<file path="src/verilog/memPkg.sv">
package memPkg;

    // processor side address and word widths
    localparam int AddrWidth = 32;
    localparam int WordWidth = 32;

    // the RAM moves one byte per cycle
    localparam int ByteWidth = 8;

    // access length field, holds 1, 2 or 4
    localparam int LenWidth = 3;

    // RAM size in bytes, only the low address bits reach the array
    localparam int RamDepth = 4096;
    localparam int RamAddrWidth = $clog2(RamDepth);

    // instruction fetch always moves a whole word
    localparam logic [LenWidth-1:0] InstLen = 3'd4;

    // bytes per word, for slicing and assembly
    localparam int WordBytes = WordWidth / ByteWidth;

endpackage

</file>
<file path="src/verilog/ctrlPkg.sv">
package ctrlPkg;

    // kind of transfer held by the controller
    typedef enum logic [1:0] {
        Idle      = 2'd0,
        ReadInst  = 2'd1,
        ReadData  = 2'd2,
        WriteData = 2'd3
    } xferKind_t;

    // data cache request opcode
    typedef enum logic {
        Load  = 1'b0,
        Store = 1'b1
    } lsOp_t;

endpackage

</file>
<file path="src/verilog/memCmdIf.sv">
`timescale 1ns/1ps

interface memCmdIf;

    // granted transfer, registered in the arbiter
    logic                           start;
    ctrlPkg::xferKind_t             kind;
    logic [memPkg::AddrWidth-1:0]   addr;
    logic [memPkg::LenWidth-1:0]    len;
    logic [memPkg::WordWidth-1:0]   wdata;

    // result, valid only while done is high
    logic                           done;
    logic [memPkg::WordWidth-1:0]   rdata;

    modport arbiter (
        output start,
        output kind,
        output addr,
        output len,
        output wdata,
        input  done,
        input  rdata
    );

    modport sequencer (
        input  start,
        input  kind,
        input  addr,
        input  len,
        input  wdata,
        output done,
        output rdata
    );

endinterface

</file>
<file path="src/verilog/memArbiter.sv">
`timescale 1ns/1ps

module memArbiter (
    input  logic                           clk,
    input  logic                           rst,
    input  logic                           i_rdy,
    input  logic                           i_ioBufferFull,

    input  logic                           i_infEn,
    input  logic [memPkg::AddrWidth-1:0]   i_infAddr,
    output logic                           o_infDone,
    output logic [memPkg::WordWidth-1:0]   o_infInst,

    input  logic                           i_dcEn,
    input  ctrlPkg::lsOp_t                 i_dcLs,
    input  logic [memPkg::LenWidth-1:0]    i_dcLen,
    input  logic [memPkg::AddrWidth-1:0]   i_dcAddr,
    input  logic [memPkg::WordWidth-1:0]   i_dcData,
    output logic                           o_dcDone,
    output logic [memPkg::WordWidth-1:0]   o_dcData,

    memCmdIf.arbiter                       cmd
);

    logic stall;
    ctrlPkg::xferKind_t owner;

    assign stall = !i_rdy || i_ioBufferFull;
    assign cmd.kind = owner;

    // data cache wins, fetch only when the cache is quiet
    always_ff @(posedge clk) begin
        if (rst) begin
            owner <= ctrlPkg::Idle;
            cmd.start <= 1'b0;
        end else if (!stall) begin
            cmd.start <= 1'b0;
            if (owner == ctrlPkg::Idle) begin
                if (i_dcEn) begin
                    owner <= (i_dcLs == ctrlPkg::Store) ? ctrlPkg::WriteData : ctrlPkg::ReadData;
                    cmd.start <= 1'b1;
                end else if (i_infEn) begin
                    owner <= ctrlPkg::ReadInst;
                    cmd.start <= 1'b1;
                end
            end else if (cmd.done) begin
                owner <= ctrlPkg::Idle;
            end
        end
    end

    // command fields, held until the next grant
    always_ff @(posedge clk) begin
        if (!stall && owner == ctrlPkg::Idle) begin
            if (i_dcEn) begin
                cmd.addr <= i_dcAddr;
                cmd.len <= i_dcLen;
                cmd.wdata <= i_dcData;
            end else if (i_infEn) begin
                cmd.addr <= i_infAddr;
                cmd.len <= memPkg::InstLen;
            end
        end
    end

    // result goes back to the owner only
    assign o_infDone = (owner == ctrlPkg::ReadInst) && cmd.done;
    assign o_infInst = o_infDone ? cmd.rdata : '0;
    assign o_dcDone = ((owner == ctrlPkg::ReadData) || (owner == ctrlPkg::WriteData)) && cmd.done;
    assign o_dcData = ((owner == ctrlPkg::ReadData) && cmd.done) ? cmd.rdata : '0;

endmodule

</file>
<file path="src/flat_wrapper.sv">
// flat-port wrapper written by rule: the top's interface ports become plain ports
module memArbiter_flat 
  (clk, rst, i_rdy, i_ioBufferFull, i_infEn, i_infAddr, o_infDone, o_infInst, i_dcEn, i_dcLs, i_dcLen, i_dcAddr, i_dcData, o_dcDone, o_dcData, cmd_start, cmd_kind, cmd_addr, cmd_len, cmd_wdata, cmd_done, cmd_rdata);
  memCmdIf cmd_i ();
  input  logic clk;
  input  logic rst;
  input  logic i_rdy;
  input  logic i_ioBufferFull;
  input  logic i_infEn;
  input  logic [memPkg::AddrWidth-1:0] i_infAddr;
  output logic o_infDone;
  output logic [memPkg::WordWidth-1:0] o_infInst;
  input  logic i_dcEn;
  input  ctrlPkg::lsOp_t i_dcLs;
  input  logic [memPkg::LenWidth-1:0] i_dcLen;
  input  logic [memPkg::AddrWidth-1:0] i_dcAddr;
  input  logic [memPkg::WordWidth-1:0] i_dcData;
  output logic o_dcDone;
  output logic [memPkg::WordWidth-1:0] o_dcData;
  output wire logic [$bits(cmd_i.start)-1:0] cmd_start;
  output wire logic [$bits(cmd_i.kind)-1:0] cmd_kind;
  output wire logic [$bits(cmd_i.addr)-1:0] cmd_addr;
  output wire logic [$bits(cmd_i.len)-1:0] cmd_len;
  output wire logic [$bits(cmd_i.wdata)-1:0] cmd_wdata;
  input wire logic [$bits(cmd_i.done)-1:0] cmd_done;
  input wire logic [$bits(cmd_i.rdata)-1:0] cmd_rdata;
  assign cmd_start = cmd_i.start;
  assign cmd_kind = cmd_i.kind;
  assign cmd_addr = cmd_i.addr;
  assign cmd_len = cmd_i.len;
  assign cmd_wdata = cmd_i.wdata;
  assign cmd_i.done = cmd_done;
  assign cmd_i.rdata = cmd_rdata;
  memArbiter u_core (.clk(clk), .rst(rst), .i_rdy(i_rdy), .i_ioBufferFull(i_ioBufferFull), .i_infEn(i_infEn), .i_infAddr(i_infAddr), .o_infDone(o_infDone), .o_infInst(o_infInst), .i_dcEn(i_dcEn), .i_dcLs(i_dcLs), .i_dcLen(i_dcLen), .i_dcAddr(i_dcAddr), .i_dcData(i_dcData), .o_dcDone(o_dcDone), .o_dcData(o_dcData), .cmd(cmd_i));
endmodule
</file>
<file path="config.mk">
export PLATFORM = sky130hd
export DESIGN_NAME = memArbiter_flat
export DESIGN_NICKNAME = d
export VERILOG_FILES = /design/src/verilog/memPkg.sv /design/src/verilog/ctrlPkg.sv /design/src/verilog/memCmdIf.sv /design/src/verilog/memArbiter.sv /design/src/flat_wrapper.sv
export SDC_FILE = /design/constraint.sdc
export NUM_CORES = 1
export LEC_CHECK = 0
export BUFFER_PORTS_ARGS = -buffer_cell sky130_fd_sc_hd__buf_2
export CAP_MARGIN = 0
export CORE_AREA = 2 2 106 108
export DETAILED_ROUTE_END_ITERATION = 10
export DIE_AREA = 0 0 108 110
export GPL_ROUTABILITY_DRIVEN = 0
export SYNTH_ARGS = -nofsm -noshare
export SYNTH_HDL_FRONTEND = slang
export SYNTH_SLANG_ARGS = --single-unit
</file>
<file path="constraint.sdc">
create_clock -name clk -period 2.25 [get_ports clk]
set_input_delay 0.45 -clock clk [delete_from_list [all_inputs] [get_ports clk]]
set_output_delay 0.45 -clock clk [all_outputs]
set_load 0.01 [all_outputs]
</file>
# Word-level counts from Yosys, hierarchy flattened
# Cells that the tools add are included.
# totals
reg_bits	70
input_bits	139
wordCells	38
# classes
eq_ne	4
n_mux	14
bitwise	1
n_reduce_logical	14
# op_table
operator	n
32-bit 2-to-1 mux	4
2-bit 2-to-1 mux	4
3-bit 2-to-1 mux	2
2-bit equality test, second input constant	2
1-bit logical AND	4
1-bit 2-to-1 mux	4
2-bit AND reduction	2
2-bit nonzero test	2
3-bit != test, second input constant	1
3-bit AND reduction	1
2-bit by 1-bit equality test with 1-bit output, second input constant	1
1-bit logical NOT	2
2-bit logical NOT	1
1-bit logical OR	2
1-bit inverter	1

# Logic depth before layout (Yosys ltp)
# logic_depth
ltp_word	5
depth_mapped	4
depth_no_buf	3

# Least setup slack after synthesis
# No wires, ideal clock.
# synth_timing
path_kind	input to register
from	input port i_dcEn
to	register u_core.cmd.addr[0], enable pin
setup_time_ps	390
t_arrival_ps	1637
required_time_ps	1860
path_slack_ps	223
cell_stages	4
path_buffers	2
path_cell_list	buf_2 -> buf_4 -> o21ai_0 -> inv_1
# synth_via
elab_chain_cells	2
# synth_lines
item	line_no	rtl
start: declaration	flat_wrapper.sv:13	input logic i_dcEn;
2-bit nonzero test (no source line)	-	
2-bit AND reduction (no source line)	-	
end signal: assignment	memArbiter.sv:56	cmd.addr <= i_dcAddr;
end signal: assignment	memArbiter.sv:60	cmd.addr <= i_infAddr;
end: declaration	memCmdIf.sv:19	output addr,
# No other way between the ends.
# A chain may end at the register's enable or synchronous reset.

# Final worst setup path
# layout_timing
from	register u_core.owner[1], in the netlist u_core.cmd.kind[1]
to	output port o_dcData[13] (netlist bit)
# layout_via
elab_chain_cells	3
# layout_lines
item	line_no	rtl
start: declaration	memArbiter.sv:26	ctrlPkg::xferKind_t owner;
start signal: assignment	memArbiter.sv:34	owner <= ctrlPkg::Idle;
start signal: assignment	memArbiter.sv:40	owner <= (i_dcLs == ctrlPkg::Store) ? ctrlPkg::WriteData : ctrlPkg::ReadData;
start signal: assignment	memArbiter.sv:43	owner <= ctrlPkg::ReadInst;
2-bit equality test	memArbiter.sv:70	assign o_dcData = ((owner == ctrlPkg::ReadData) && cmd.done) ? cmd.rdata : '0;
1-bit logical AND	memArbiter.sv:70	
32-bit 2-to-1 mux	memArbiter.sv:70	
end: declaration	flat_wrapper.sv:19	output logic [memPkg::WordWidth-1:0] o_dcData;
# No other way between the ends.

==> load_flow_metrics.sql <==
INSERT INTO impl_metrics (metric_group, metric, value, unit) VALUES
('global_routing', 'grt_max_degree', '36', ''),
('route', 'wl_met1', '2860', 'microns'),
('critical_path', 'slowest_delay', '0.45', 'ns'),
('critical_path', 'path_max_fanout', '32', ''),
('logic_synthesis', 'simple_gate_portion_of_the_synthesized_area', '16.1', '%'),
('logic_synthesis', 'synthesis.area_per_instance', '15.5', 'sq um'),
('critical_path', 'setup.worst_path.class', 'flop to primary output', ''),
('logic_synthesis', 'synth-edff-count', '67', ''),
('run_status', 'outcome', 'completed', ''),
('sta', 'report.final.slew_viol_count', '0', ''),
('die', 'std_cell_rows', '38', ''),
('die', 'chipWidth', '108', 'microns'),
('power_and_ir_drop', 'powerDensity', '569', 'nW/um^2'),
('place', 'dp.cells', '604', ''),
('route', 'drt-wirelength-per-cell', '13.6', 'microns'),
('critical_path', 'critPathCaptureType', 'primary output', ''),
('power_and_ir_drop', 'design_power_total', '0.00270', 'W'),
('logic_synthesis', 'post_synth_net_total', '335', ''),
('die', 'fp.coreArea', '10700', 'sq um'),
('route', 'wl_met3', '715', 'microns'),
('logic_synthesis', 'yosysSeqAreaShare', '68.0', '%'),
('route', 'route.detailed.drc', '0', ''),
('die', 'die_h', '110', 'microns'),
('critical_path', 'crit_path_top_delay_cell', 'dfxtp_1', ''),
('finish', 'antenna_cells_inserted', '0', ''),
('logic_synthesis', 'synth_xor_xnor_area_share', '0', '%'),
('logic_synthesis', 'synth_top_cells_by_area', 'edfxtp_1, and2_1, mux2_2', ''),
('logic_synthesis', 'synth_flop_cell', 'edfxtp_1', ''),
('critical_path', 'cp-start-kind', 'flop', ''),
('route', 'routed-via-count', '2588', ''),
('logic_synthesis', 'post_synth_most_frequent_cells', 'and2_1, edfxtp_1, mux2_2', ''),
('sta', 'fmax', '490', 'MHz'),
('global_routing', 'grt_remaining_overflow', '0', ''),
('clock_network', 'sinks_on_clock_net', '70', ''),
('finish', 'final_layout_size_suffix_gt1_share', '68.1', '%'),
('global_routing', 'grt_pass1_vias', '2514', ''),
('logic_synthesis', 'ys_async_sr_fraction', '0', '%'),
('critical_path', 'crit_path_start', 'u_core.cmd.kind[1]', ''),
('logic_synthesis', 'synthesis.yosys.warnings', '0', ''),
('critical_path', 'cp_common_cell', 'and2_1', ''),
('min_path', 'hold_path_startpoint', 'i_dcData[27]', ''),
('sta', 'finalHoldViolations', '0', ''),
('logic_synthesis', 'syn_area', '3050', 'sq um'),
('logic_synthesis', 'postSynthCellCount', '196', ''),
('global_routing', 'initial_antenna_violation_count', '0', ''),
('min_path', 'min-delay-path-class', 'input port to flop', ''),
('critical_path', 'worstReg2RegEnd', 'u_core.cmd.addr[8]', ''),
('clock_network', 'clkSlewWorstSetupHoldPaths', '0.07', 'ns'),
('place', 'place.detailed.hpwl', '6860', 'microns'),
('sta', 'slew_hr', '75.2', '%'),
('critical_path', 'r2r-start', 'u_core.cmd.kind[1]', ''),
('die', 'io_pins', '275', ''),
('clock_network', 'tritoncts', 'yes', ''),
('sta', 'worst_clock_skew', '0.00714', 'ns'),
('route', 'drtIter0Drc', '84', ''),
('min_path', 'instance_count_along_the_most_critical_hold_path', '1', ''),
('critical_path', 'reg2reg_setup_slack', '0.67', 'ns'),
('route', 'topRoutingLayerUsed', 'met4', ''),
('critical_path', 'timing.critical_path.required', '1.80', 'ns'),
('clock_network', 'post_cts_resized', '0', ''),
('sta', 'finalCritPeriodShare', '90.8', '%'),
('clock_network', 'h-tree-depth', '3', ''),
('job', 'drv.max_cap_violation_count', '0', ''),
('critical_path', 'critical_path_arrival', '1.59', 'ns'),
('logic_synthesis', 'synthAdderAreaFrac', '0', '%'),
('logic_synthesis', 'synth_top_cell_by_area', 'edfxtp_1', ''),
('global_routing', 'globalRouteTotalUtil', '13.3', '%'),
('route', 'ant_nets', '0', ''),
('finish', 'areaGrowthSynthToFinish', '55.8', '%'),
('clock_network', 'post_cts.repair.setup_buffers', '0', ''),
('clock_network', 'clock-root-buffer', 'clkbuf_8', '');
## flip-flops by register name, indices dropped and copies added (netlist names)
signal	flops
u_core.cmd.addr	32
u_core.cmd.start	1
u_core.cmd.kind	2
u_core.cmd.len	3
u_core.cmd.wdata	32
## routing by layer
layer / up-vias / GRT usage [%]
met5: - / 0
met4: 0 / 6.04
met3: 9 / 3.82
met2: 141 / 25.4
met1: 1183 / 13.3
li1: 1255 / -
## worst register-to-register path, cell delays in order (launching register included)
cell and delay, ns:
dfxtp_1 0.37, nor4b_4 0.36, o21ai_0 0.17, inv_1 0.12, buf_12 0.21
## power breakdown
group	total, W	switching, W	internal, W
clock network	0.000834	0.000443	0.000391
logic	0.000363	0.000165	0.000198
registers	0.00150	0.0000130	0.00149
total	0.00270	0.000621	0.00208
## worst max-delay path by stage
stage | depth (start not counted) | end | slack [ns]
6_report | 4 | o_dcData[13] | 0.21
5_1_grt | 4 | o_dcData[13] | 0.06
3_3_place_gp | 5 | o_dcData[1] | 0.52
2_1_floorplan | 4 | u_core.cmd.addr[0] | 0.22
4_1_cts | 4 | o_dcData[13] | 0.17
3_5_place_dp | 5 | o_dcData[13] | 0.49
## area by class of cell
cell class | instances | area [sq um]
flip-flops and latches | 70 | 2070
clock inverters | 5 | 26.3
repair buffers | 278 | 1440
fillers | 1054 | 5950
inverters | 2 | 7.51
clock buffers | 11 | 131
well taps | 140 | 175
multi-input cells | 114 | 892
## through the flow
step                      cell area (sq um)  setup WS [ns]  util (%)  hold WS [ns]
after global routing                   4740         0.0566      44.3         0.258
final                                  4740          0.208      44.3         0.279
after CTS                              4740          0.174      44.3         0.251
after global placement                 4590          0.521      42.9         0.472
after detailed placement               4590          0.495      42.9         0.475
after floorplan                        3050          0.223         -         0.492
## logic make-up after synthesis
kind of cell / after synthesis
simple gates: 76
flops: 70
buf+inv: 12
compound gates: 5
mux: 33
## cells in the final DEF (no fill, tap or decap)
cell / Yosys / final
buf_2: 5 / 274
and2_1: 68 / 68
edfxtp_1: 67 / 67
mux2_2: 33 / 33
clkbuf_8: 0 / 9
clkinv_2: 0 / 3
buf_12: 0 / 3
dfxtp_1: 3 / 3
o21ai_0: 2 / 2
inv_1: 2 / 2
a22oi_1: 2 / 2
nor2_1: 2 / 2
clkbuf_1: 0 / 2
nand2_1: 1 / 1
nor2_2: 1 / 1
and2b_4: 1 / 1
nor4b_4: 1 / 1
nand3b_1: 1 / 1
nand2b_1: 1 / 1
a21oi_1: 1 / 1
clkinv_1: 0 / 1
clkinvlp_4: 0 / 1
buf_4: 2 / 1
No activity file was read; power rests on OpenSTA's default activity.
