**config.mk**
```make
export PLATFORM = sky130hd
export DESIGN_NAME = memSequencer_flat
export DESIGN_NICKNAME = d
export VERILOG_FILES = /design/src/verilog/memPkg.sv /design/src/verilog/ctrlPkg.sv /design/src/verilog/memCmdIf.sv /design/src/verilog/memBusIf.sv /design/src/verilog/memSequencer.sv /design/src/flat_wrapper.sv
export SDC_FILE = /design/constraint.sdc
export NUM_CORES = 1
export LEC_CHECK = 0
export ABC_AREA = 1
export BUFFER_PORTS_ARGS = -buffer_cell sky130_fd_sc_hd__buf_4
export CELL_PAD_IN_SITES_DETAIL_PLACEMENT = 0
export CELL_PAD_IN_SITES_GLOBAL_PLACEMENT = 1
export CORE_MARGIN = 3
export CORE_UTILIZATION = 30
export DETAILED_ROUTE_END_ITERATION = 16
export PLACE_DENSITY_LB_ADDON = 0.1
export SETUP_SLACK_MARGIN = 0.02
export SKIP_LAST_GASP = 1
export SYNTH_ARGS = -nofsm -noshare
export SYNTH_HDL_FRONTEND = slang
export SYNTH_SLANG_ARGS = --single-unit
```
**constraint.sdc**
```tcl
create_clock -name clk -period 5.9 [get_ports clk]
set_input_delay 1.18 -clock clk [delete_from_list [all_inputs] [get_ports clk]]
set_output_delay 1.18 -clock clk [all_outputs]
set_load 0.02 [all_outputs]
```
**src/verilog/memPkg.sv**
```systemverilog
package memPkg;

    // processor side address and word widths
    localparam int AddrWidth = 32;
    localparam int WordWidth = 32;

    // the RAM moves one byte per cycle
    localparam int ByteWidth = 8;

    // access length field, holds 1, 2 or 4
    localparam int LenWidth = 3;

    // RAM size in bytes, only the low address bits reach the array
    localparam int RamDepth = 4096;
    localparam int RamAddrWidth = $clog2(RamDepth);

    // instruction fetch always moves a whole word
    localparam logic [LenWidth-1:0] InstLen = 3'd4;

    // bytes per word, for slicing and assembly
    localparam int WordBytes = WordWidth / ByteWidth;

endpackage

```
**src/verilog/ctrlPkg.sv**
```systemverilog
package ctrlPkg;

    // kind of transfer held by the controller
    typedef enum logic [1:0] {
        Idle      = 2'd0,
        ReadInst  = 2'd1,
        ReadData  = 2'd2,
        WriteData = 2'd3
    } xferKind_t;

    // data cache request opcode
    typedef enum logic {
        Load  = 1'b0,
        Store = 1'b1
    } lsOp_t;

endpackage

```
**src/verilog/memCmdIf.sv**
```systemverilog
`timescale 1ns/1ps

interface memCmdIf;

    // granted transfer, registered in the arbiter
    logic                           start;
    ctrlPkg::xferKind_t             kind;
    logic [memPkg::AddrWidth-1:0]   addr;
    logic [memPkg::LenWidth-1:0]    len;
    logic [memPkg::WordWidth-1:0]   wdata;

    // result, valid only while done is high
    logic                           done;
    logic [memPkg::WordWidth-1:0]   rdata;

    modport arbiter (
        output start,
        output kind,
        output addr,
        output len,
        output wdata,
        input  done,
        input  rdata
    );

    modport sequencer (
        input  start,
        input  kind,
        input  addr,
        input  len,
        input  wdata,
        output done,
        output rdata
    );

endinterface

```
**src/verilog/memBusIf.sv**
```systemverilog
`timescale 1ns/1ps

interface memBusIf;

    logic                           write;
    logic [memPkg::AddrWidth-1:0]   addr;
    logic [memPkg::ByteWidth-1:0]   wdata;
    // registered read data, one cycle behind addr
    logic [memPkg::ByteWidth-1:0]   rdata;

    modport ctrl (
        output write,
        output addr,
        output wdata,
        input  rdata
    );

    modport ram (
        input  write,
        input  addr,
        input  wdata,
        output rdata
    );

endinterface

```
**src/verilog/memSequencer.sv**
```systemverilog
`timescale 1ns/1ps

module memSequencer (
    input  logic       clk,
    input  logic       rst,
    input  logic       i_rdy,
    input  logic       i_ioBufferFull,
    memCmdIf.sequencer cmd,
    memBusIf.ctrl      bus
);

    logic                           stall;
    logic                           active;
    logic [memPkg::LenWidth-1:0]    step;
    logic [memPkg::LenWidth-1:0]    byteIdx;
    logic [memPkg::WordWidth-1:0]   asmWord;
    logic                           isRead;
    logic                           lastStep;

    assign stall = !i_rdy || i_ioBufferFull;

    assign isRead = (cmd.kind == ctrlPkg::ReadInst) || (cmd.kind == ctrlPkg::ReadData);

    // a read ends one step after its last address, the byte is still in flight
    assign lastStep = isRead ? (step == cmd.len) : (step == cmd.len - 1'b1);

    // while stalled keep presenting the previous byte address so the
    // registered RAM output still holds the byte expected at this step
    assign byteIdx = stall ? step - 1'b1 : step;

    always_ff @(posedge clk) begin
        if (rst) begin
            active <= 1'b0;
            step <= '0;
        end else if (!stall) begin
            if (cmd.start) begin
                active <= 1'b1;
                step <= '0;
            end else if (active) begin
                if (lastStep) begin
                    active <= 1'b0;
                    step <= '0;
                end else begin
                    step <= step + 1'b1;
                end
            end
        end
    end

    // little endian assembly, byte k lands one step after it was addressed
    always_ff @(posedge clk) begin
        if (!stall) begin
            if (cmd.start) begin
                asmWord <= '0;
            end else if (active && isRead && step != '0 && !lastStep) begin
                asmWord[memPkg::ByteWidth*(step-1'b1) +: memPkg::ByteWidth] <= bus.rdata;
            end
        end
    end

    assign bus.addr = cmd.addr + memPkg::AddrWidth'(byteIdx);
    assign bus.wdata = memPkg::ByteWidth'(cmd.wdata >> (memPkg::ByteWidth * step));
    assign bus.write = active && !isRead && !stall;

    assign cmd.done = active && !stall && lastStep;

    // arriving byte goes on top, upper bytes stay zero from the clear at start
    assign cmd.rdata = asmWord
        | (memPkg::WordWidth'(bus.rdata) << (memPkg::ByteWidth * (cmd.len - 1'b1)));

endmodule

```
**src/flat_wrapper.sv**
```systemverilog
// flat-port wrapper written by rule: the top's interface ports become plain ports
module memSequencer_flat 
  (clk, rst, i_rdy, i_ioBufferFull, cmd_start, cmd_kind, cmd_addr, cmd_len, cmd_wdata, cmd_done, cmd_rdata, bus_write, bus_addr, bus_wdata, bus_rdata);
  memCmdIf cmd_i ();
  memBusIf bus_i ();
  input  logic clk;
  input  logic rst;
  input  logic i_rdy;
  input  logic i_ioBufferFull;
  input wire logic [$bits(cmd_i.start)-1:0] cmd_start;
  input wire logic [$bits(cmd_i.kind)-1:0] cmd_kind;
  input wire logic [$bits(cmd_i.addr)-1:0] cmd_addr;
  input wire logic [$bits(cmd_i.len)-1:0] cmd_len;
  input wire logic [$bits(cmd_i.wdata)-1:0] cmd_wdata;
  output wire logic [$bits(cmd_i.done)-1:0] cmd_done;
  output wire logic [$bits(cmd_i.rdata)-1:0] cmd_rdata;
  output wire logic [$bits(bus_i.write)-1:0] bus_write;
  output wire logic [$bits(bus_i.addr)-1:0] bus_addr;
  output wire logic [$bits(bus_i.wdata)-1:0] bus_wdata;
  input wire logic [$bits(bus_i.rdata)-1:0] bus_rdata;
  assign cmd_i.start = cmd_start;
  assign cmd_i.kind = cmd_kind;
  assign cmd_i.addr = cmd_addr;
  assign cmd_i.len = cmd_len;
  assign cmd_i.wdata = cmd_wdata;
  assign cmd_done = cmd_i.done;
  assign cmd_rdata = cmd_i.rdata;
  assign bus_write = bus_i.write;
  assign bus_addr = bus_i.addr;
  assign bus_wdata = bus_i.wdata;
  assign bus_i.rdata = bus_rdata;
  memSequencer u_core (.clk(clk), .rst(rst), .i_rdy(i_rdy), .i_ioBufferFull(i_ioBufferFull), .cmd(cmd_i), .bus(bus_i));
endmodule
```
# Yosys cells after proc, flatten, opt, wreduce, memory -nomap -nowiden
# Cells that the tools add are included.
# classes
add_sub_neg,7
n_eq_ne,4
shift,4
muxes,10
bitwise,2
reduce_logical,18
# ops
cell,count
$neg 32->34,1
$shift 8x34->32 const A,1
$shiftx 8x34->32,1
$add 32x3->32,1
$bwmux 32,1
$mux 32,1
$or 32x32->32,1
$shl 8x32->32,1
$shr 32x6->8,1
$mux 3,4
$sub 3x1->4 const B,2
$logic_and 1x1->1,7
$eq 3x3->1,2
$sub 3x1->3 const B,2
$logic_not 1->1,4
$mux 1,4
$reduce_and 2->1,2
$reduce_bool 2->1,2
$add 3x1->3 const B,1
$reduce_bool 3->1,1
$eq 2x1->1 const B,1
$eq 2x2->1 const B,1
$logic_or 1x1->1,2
$not 1->1,1
# totals
regBits,36
elab_cells,48

# Depth between registers and ports, before layout
# depth
ltp_word,7
mapped_depth,21
mapped_depth_nobuf,19

# Least setup slack after synthesis
# Ideal clock, no wire load.
# synth_path
path_type,input -> output
from,input port i_rdy
to,output port bus_addr[20]
t_arrival_ps,3178
required_time_ps,4720
path_slack_ps,1542
path_stages,14
n_path_buf,0
path_cell_list,inv_1 > nor2_1 > xor2_1 > ha_1 > fa_1 > nand2_1 > nand2_1 > nand2_1 > inv_1 > nand2_1 > nor2_1 > nand3_1 > nor2_1 > xor2_1
# synth_via
elab_chain_len,4
# synth_rtl
element,line,rtl
start: declaration,flat_wrapper.sv:8,input logic i_rdy;
$logic_not 1->1,memSequencer.sv:20,assign stall = !i_rdy || i_ioBufferFull;
$logic_or 1x1->1,memSequencer.sv:20,
$mux 3,memSequencer.sv:29,assign byteIdx = stall ? step - 1'b1 : step;
$add 32x3->32,memSequencer.sv:61,assign bus.addr = cmd.addr + memPkg::AddrWidth'(byteIdx);
end: declaration,flat_wrapper.sv:18,output wire logic [$bits(bus_i.addr)-1:0] bus_addr;
# Every way passes these cells.

# Worst setup path in the final report
# layout_path
from,register u_core.step[0] in the netlist's numbering
to,output port bus_addr[20]
# layout_via
elab_chain_len,3
# layout_rtl
element,line,rtl
start: declaration,memSequencer.sv:14,logic [memPkg::LenWidth-1:0] step;
start signal: assignment,memSequencer.sv:44,step <= step + 1'b1;
$sub 3x1->3,memSequencer.sv:29,
$mux 3 (*),memSequencer.sv:29,
$add 32x3->32 (*),memSequencer.sv:61,
# Mark *: on every way between the ends. The rest lies on a longest branch, timed or not.

==> summary by stage <==
Status
The flow ran to the end, and the final reports show no timing, DRC or antenna violations.

Synthesis
The post-synthesis register bit count is 36. The synthesized netlist occupies a cell area of 3690 sq um. In the synthesized netlist the async set-or-reset flop fraction comes to 0%. After technology mapping, the gate count stands at 559. The cell accounting for the most synthesized area is sky130_fd_sc_hd__edfxtp_1. After synthesis, flip-flops and latches occupy 28.2% of the total area. In the post-synthesis netlist, the biggest area contributors are sky130_fd_sc_hd__edfxtp_1 26%, sky130_fd_sc_hd__nand2_1 13%, sky130_fd_sc_hd__nor2_1 10%. The most used flip-flop cell after synthesis is sky130_fd_sc_hd__edfxtp_1.

After synthesis, the largest area contributor takes up 26.0% of total cell area. During synthesis, Yosys emitted a total of 0 warnings. The mean cell area of the mapped netlist is 6.61 sq um. Counting distinct cell types in the post-synthesis netlist gives 31. When the netlist entered floorplanning its net count stood at 655. The count of flip-flops with a built-in enable after synthesis is 32.

STA
Setup repair after global routing left no endpoint under its margin. After routing, the total negative slack on setup checks comes to 0 ps. The number of setup violations in the final report is 0. The worst clock skew is 3.27 ps. Dividing the final minimum period by the clock period gives 85.4%. For the pin with the worst max-slew slack, the measured transition is 803 ps. The final-report hold violation count was 0.

The headroom to the max-slew limit is 46.4%. The highest clock rate is 199 MHz. After layout, the minimum clock period comes to 5040 ps.

The final max-slew violation count is 0.

Floorplanning
The placeable core region is 11700 sq um. Measured along the x axis, the die boundary spans 117 um. The floorplan die area is 13700 sq um.

The die is 117 um tall. The effective utilization at floorplan is 31.5%. The number of placed I/O pins is 156.

The number of core rows is 39.

Placed design
After legalization and detailed placement, the total HPWL measured 10400 um. During placement, the flow inserted port buffers numbering ~160. Routability-driven placement finished with a final weighted congestion of 0.903.

Clock network
The count of hold buffers inserted by post-cts repair is 0. The clock reaches the later pin of the worst-skew pair after 280 ps. After clock tree synthesis, the setup repair step added 0 buffers. The number of H-tree branching levels is 2.

After clock tree synthesis, the clock-pin slew on the worst setup and hold paths is 60 ps. The clock root buffer master is sky130_fd_sc_hd__clkbuf_16. The count of cells resized by post-cts repair is 0.

The clock buffer count from CTS is 5. The TritonCTS sink count is 36. Counting along the longest clock path gives a buffer depth of 2.

TritonCTS built the clock tree.

Drt
The detailed router's first-iteration violation count is 212. The total detailed-routing wirelength is between 10000 and 15000 um. The average vias per placed instance is 5.02. The number of antenna-violating nets in the routed design is 0. The number of optimization iterations in the first detailed-route pass is 4. The per-cell routed wire length is 15.5 um. The via count is 4274. The remaining routing DRC violations is 0.

GRT
For this run the aggregate overflow at the end of global routing stands at 0. The number of global-route vias before repair is roughly 4.2k. The initial antenna violation count is 0. Entering global routing, the biggest net connects 33 pins. The wire length of the first global-routing pass is roughly 20000 um. The total global routing track utilization is 18.7%.

Setup path
The critical path is of the reg2out type. STA classifies the critical path startpoint as a flop. Data on the critical path is required at its endpoint by 4720 ps. The worst path arrival time is 3860 ps. Along the worst path, the maximum fanout reaches 23. The type of element capturing the critical path is an output pin.

Cells and area
The utilization after layout is a little over two fifths. The library cell used most frequently in the layout, excluding fill and tap cells, is sky130_fd_sc_hd__buf_4. The post-synthesis to final-layout area growth is 38.3%. At the end of the flow, the number of nets in the layout was 804. The repair_antennas step left the layout with diodes totalling 0. The share of layout cells above drive strength 1 is 25.0%. In the layout the commonest cells are 158 x sky130_fd_sc_hd__buf_4, 126 x sky130_fd_sc_hd__nand2_1, 98 x sky130_fd_sc_hd__nor2_1.

Worst hold path
The kind of path behind the tightest hold check is reg2reg.

Flow run
The max-cap violation count is 0.

Power and ir drop
Power spread over the standard cell area amounts to 156 nW/um^2. The total leakage power is roughly 2.3 nW. The maximum VDD drop is 0.0950 mV.
-- metrics by stage --
step,hold WS (ps),area [sq um],cells,power (mW),setup slack (ps)
3_3_place_gp,544,4980,844,0.548,1260
5_1_grt,617,5110,851,0.836,471
3_5_place_dp,549,4980,844,0.547,1140
6_report,556,5110,851,0.799,862
4_1_cts,568,5110,851,0.805,831
2_1_floorplan,488,3690,559,0.421,1540
-- flip-flops by register name, summed over array words and instances, names as in the netlist --
signal	count
u_core.active	1
u_core.asmWord	32
u_core.step	3
-- cell usage after synthesis, types with 4 or more instances --
cell                       number
sky130_fd_sc_hd__nor3_1        22
sky130_fd_sc_hd__nor4_1         4
sky130_fd_sc_hd__ha_1          13
sky130_fd_sc_hd__o21ai_0       40
sky130_fd_sc_hd__xnor2_1       13
sky130_fd_sc_hd__nand3_1       39
sky130_fd_sc_hd__clkbuf_1      10
sky130_fd_sc_hd__dfxtp_1        4
sky130_fd_sc_hd__o21bai_1      31
sky130_fd_sc_hd__nand4_1       11
sky130_fd_sc_hd__nor2_1        98
sky130_fd_sc_hd__edfxtp_1      32
sky130_fd_sc_hd__xor2_1        18
sky130_fd_sc_hd__a21oi_1       25
sky130_fd_sc_hd__nand2_1      126
sky130_fd_sc_hd__inv_1         49
-- kinds of logic after synthesis --
family | share of synthesized area, %
xor gates and xnor gates | 7.35
DFF | 28.2
AOI/OAI and AO/OA | 15.3
adders and majority gates | 4.94
and+or+nand+nor | 36.7
buffers and inverters | 7.52
-- area by class of cell --
cell class              count  area [sq um]
repair buffers            158          1190
well taps                 143           179
fillers                  1281          6600
inverters                  52           195
clock buffers               5           125
flip-flops and latches     36          1040
multi-input cells         455          2380
clock inverters             2          7.51
-- critical path: stages (launching register included) --
cell and delay (ps):
sky130_fd_sc_hd__dfxtp_1 840, sky130_fd_sc_hd__inv_1 320, sky130_fd_sc_hd__ha_1 480, sky130_fd_sc_hd__o21ai_0 390, sky130_fd_sc_hd__fa_1 290, sky130_fd_sc_hd__nand2_1 60
sky130_fd_sc_hd__nand2_1 50, sky130_fd_sc_hd__nand2_1 80, sky130_fd_sc_hd__inv_1 80, sky130_fd_sc_hd__nand2_1 120, sky130_fd_sc_hd__nor2_1 250, sky130_fd_sc_hd__nand3_1 160
sky130_fd_sc_hd__nor2_1 140, sky130_fd_sc_hd__xor2_1 150, sky130_fd_sc_hd__buf_4 160
-- path summary, 6_finish.rpt --
check	slack (ps)	to	start	cells past startpoint
hold reg to reg	560	u_core.active	u_core.active	2
hold / removal	560	u_core.active	u_core.active	2
setup / recovery	860	bus_addr[20]	u_core.step[0]	14
setup reg to reg	2060	u_core.asmWord[31]	u_core.step[0]	15
-- where the power goes --
group	total [mW]	internal (mW)	leakage (nW)	switching [mW]
sequential	0.290	0.285	0.332	0.00454
combinational	0.251	0.107	1.92	0.144
clock	0.258	0.151	0.0648	0.107
total	0.799	0.543	2.32	0.255
-- metal layers --
metal	track usage (%)	part of all wire, %
met1	24.5	45
met2	32.2	47
met3	2.98	7.0
met4	5.05	1.6
met5	0	0
Note: power is estimated with default switching activity, not from simulation.
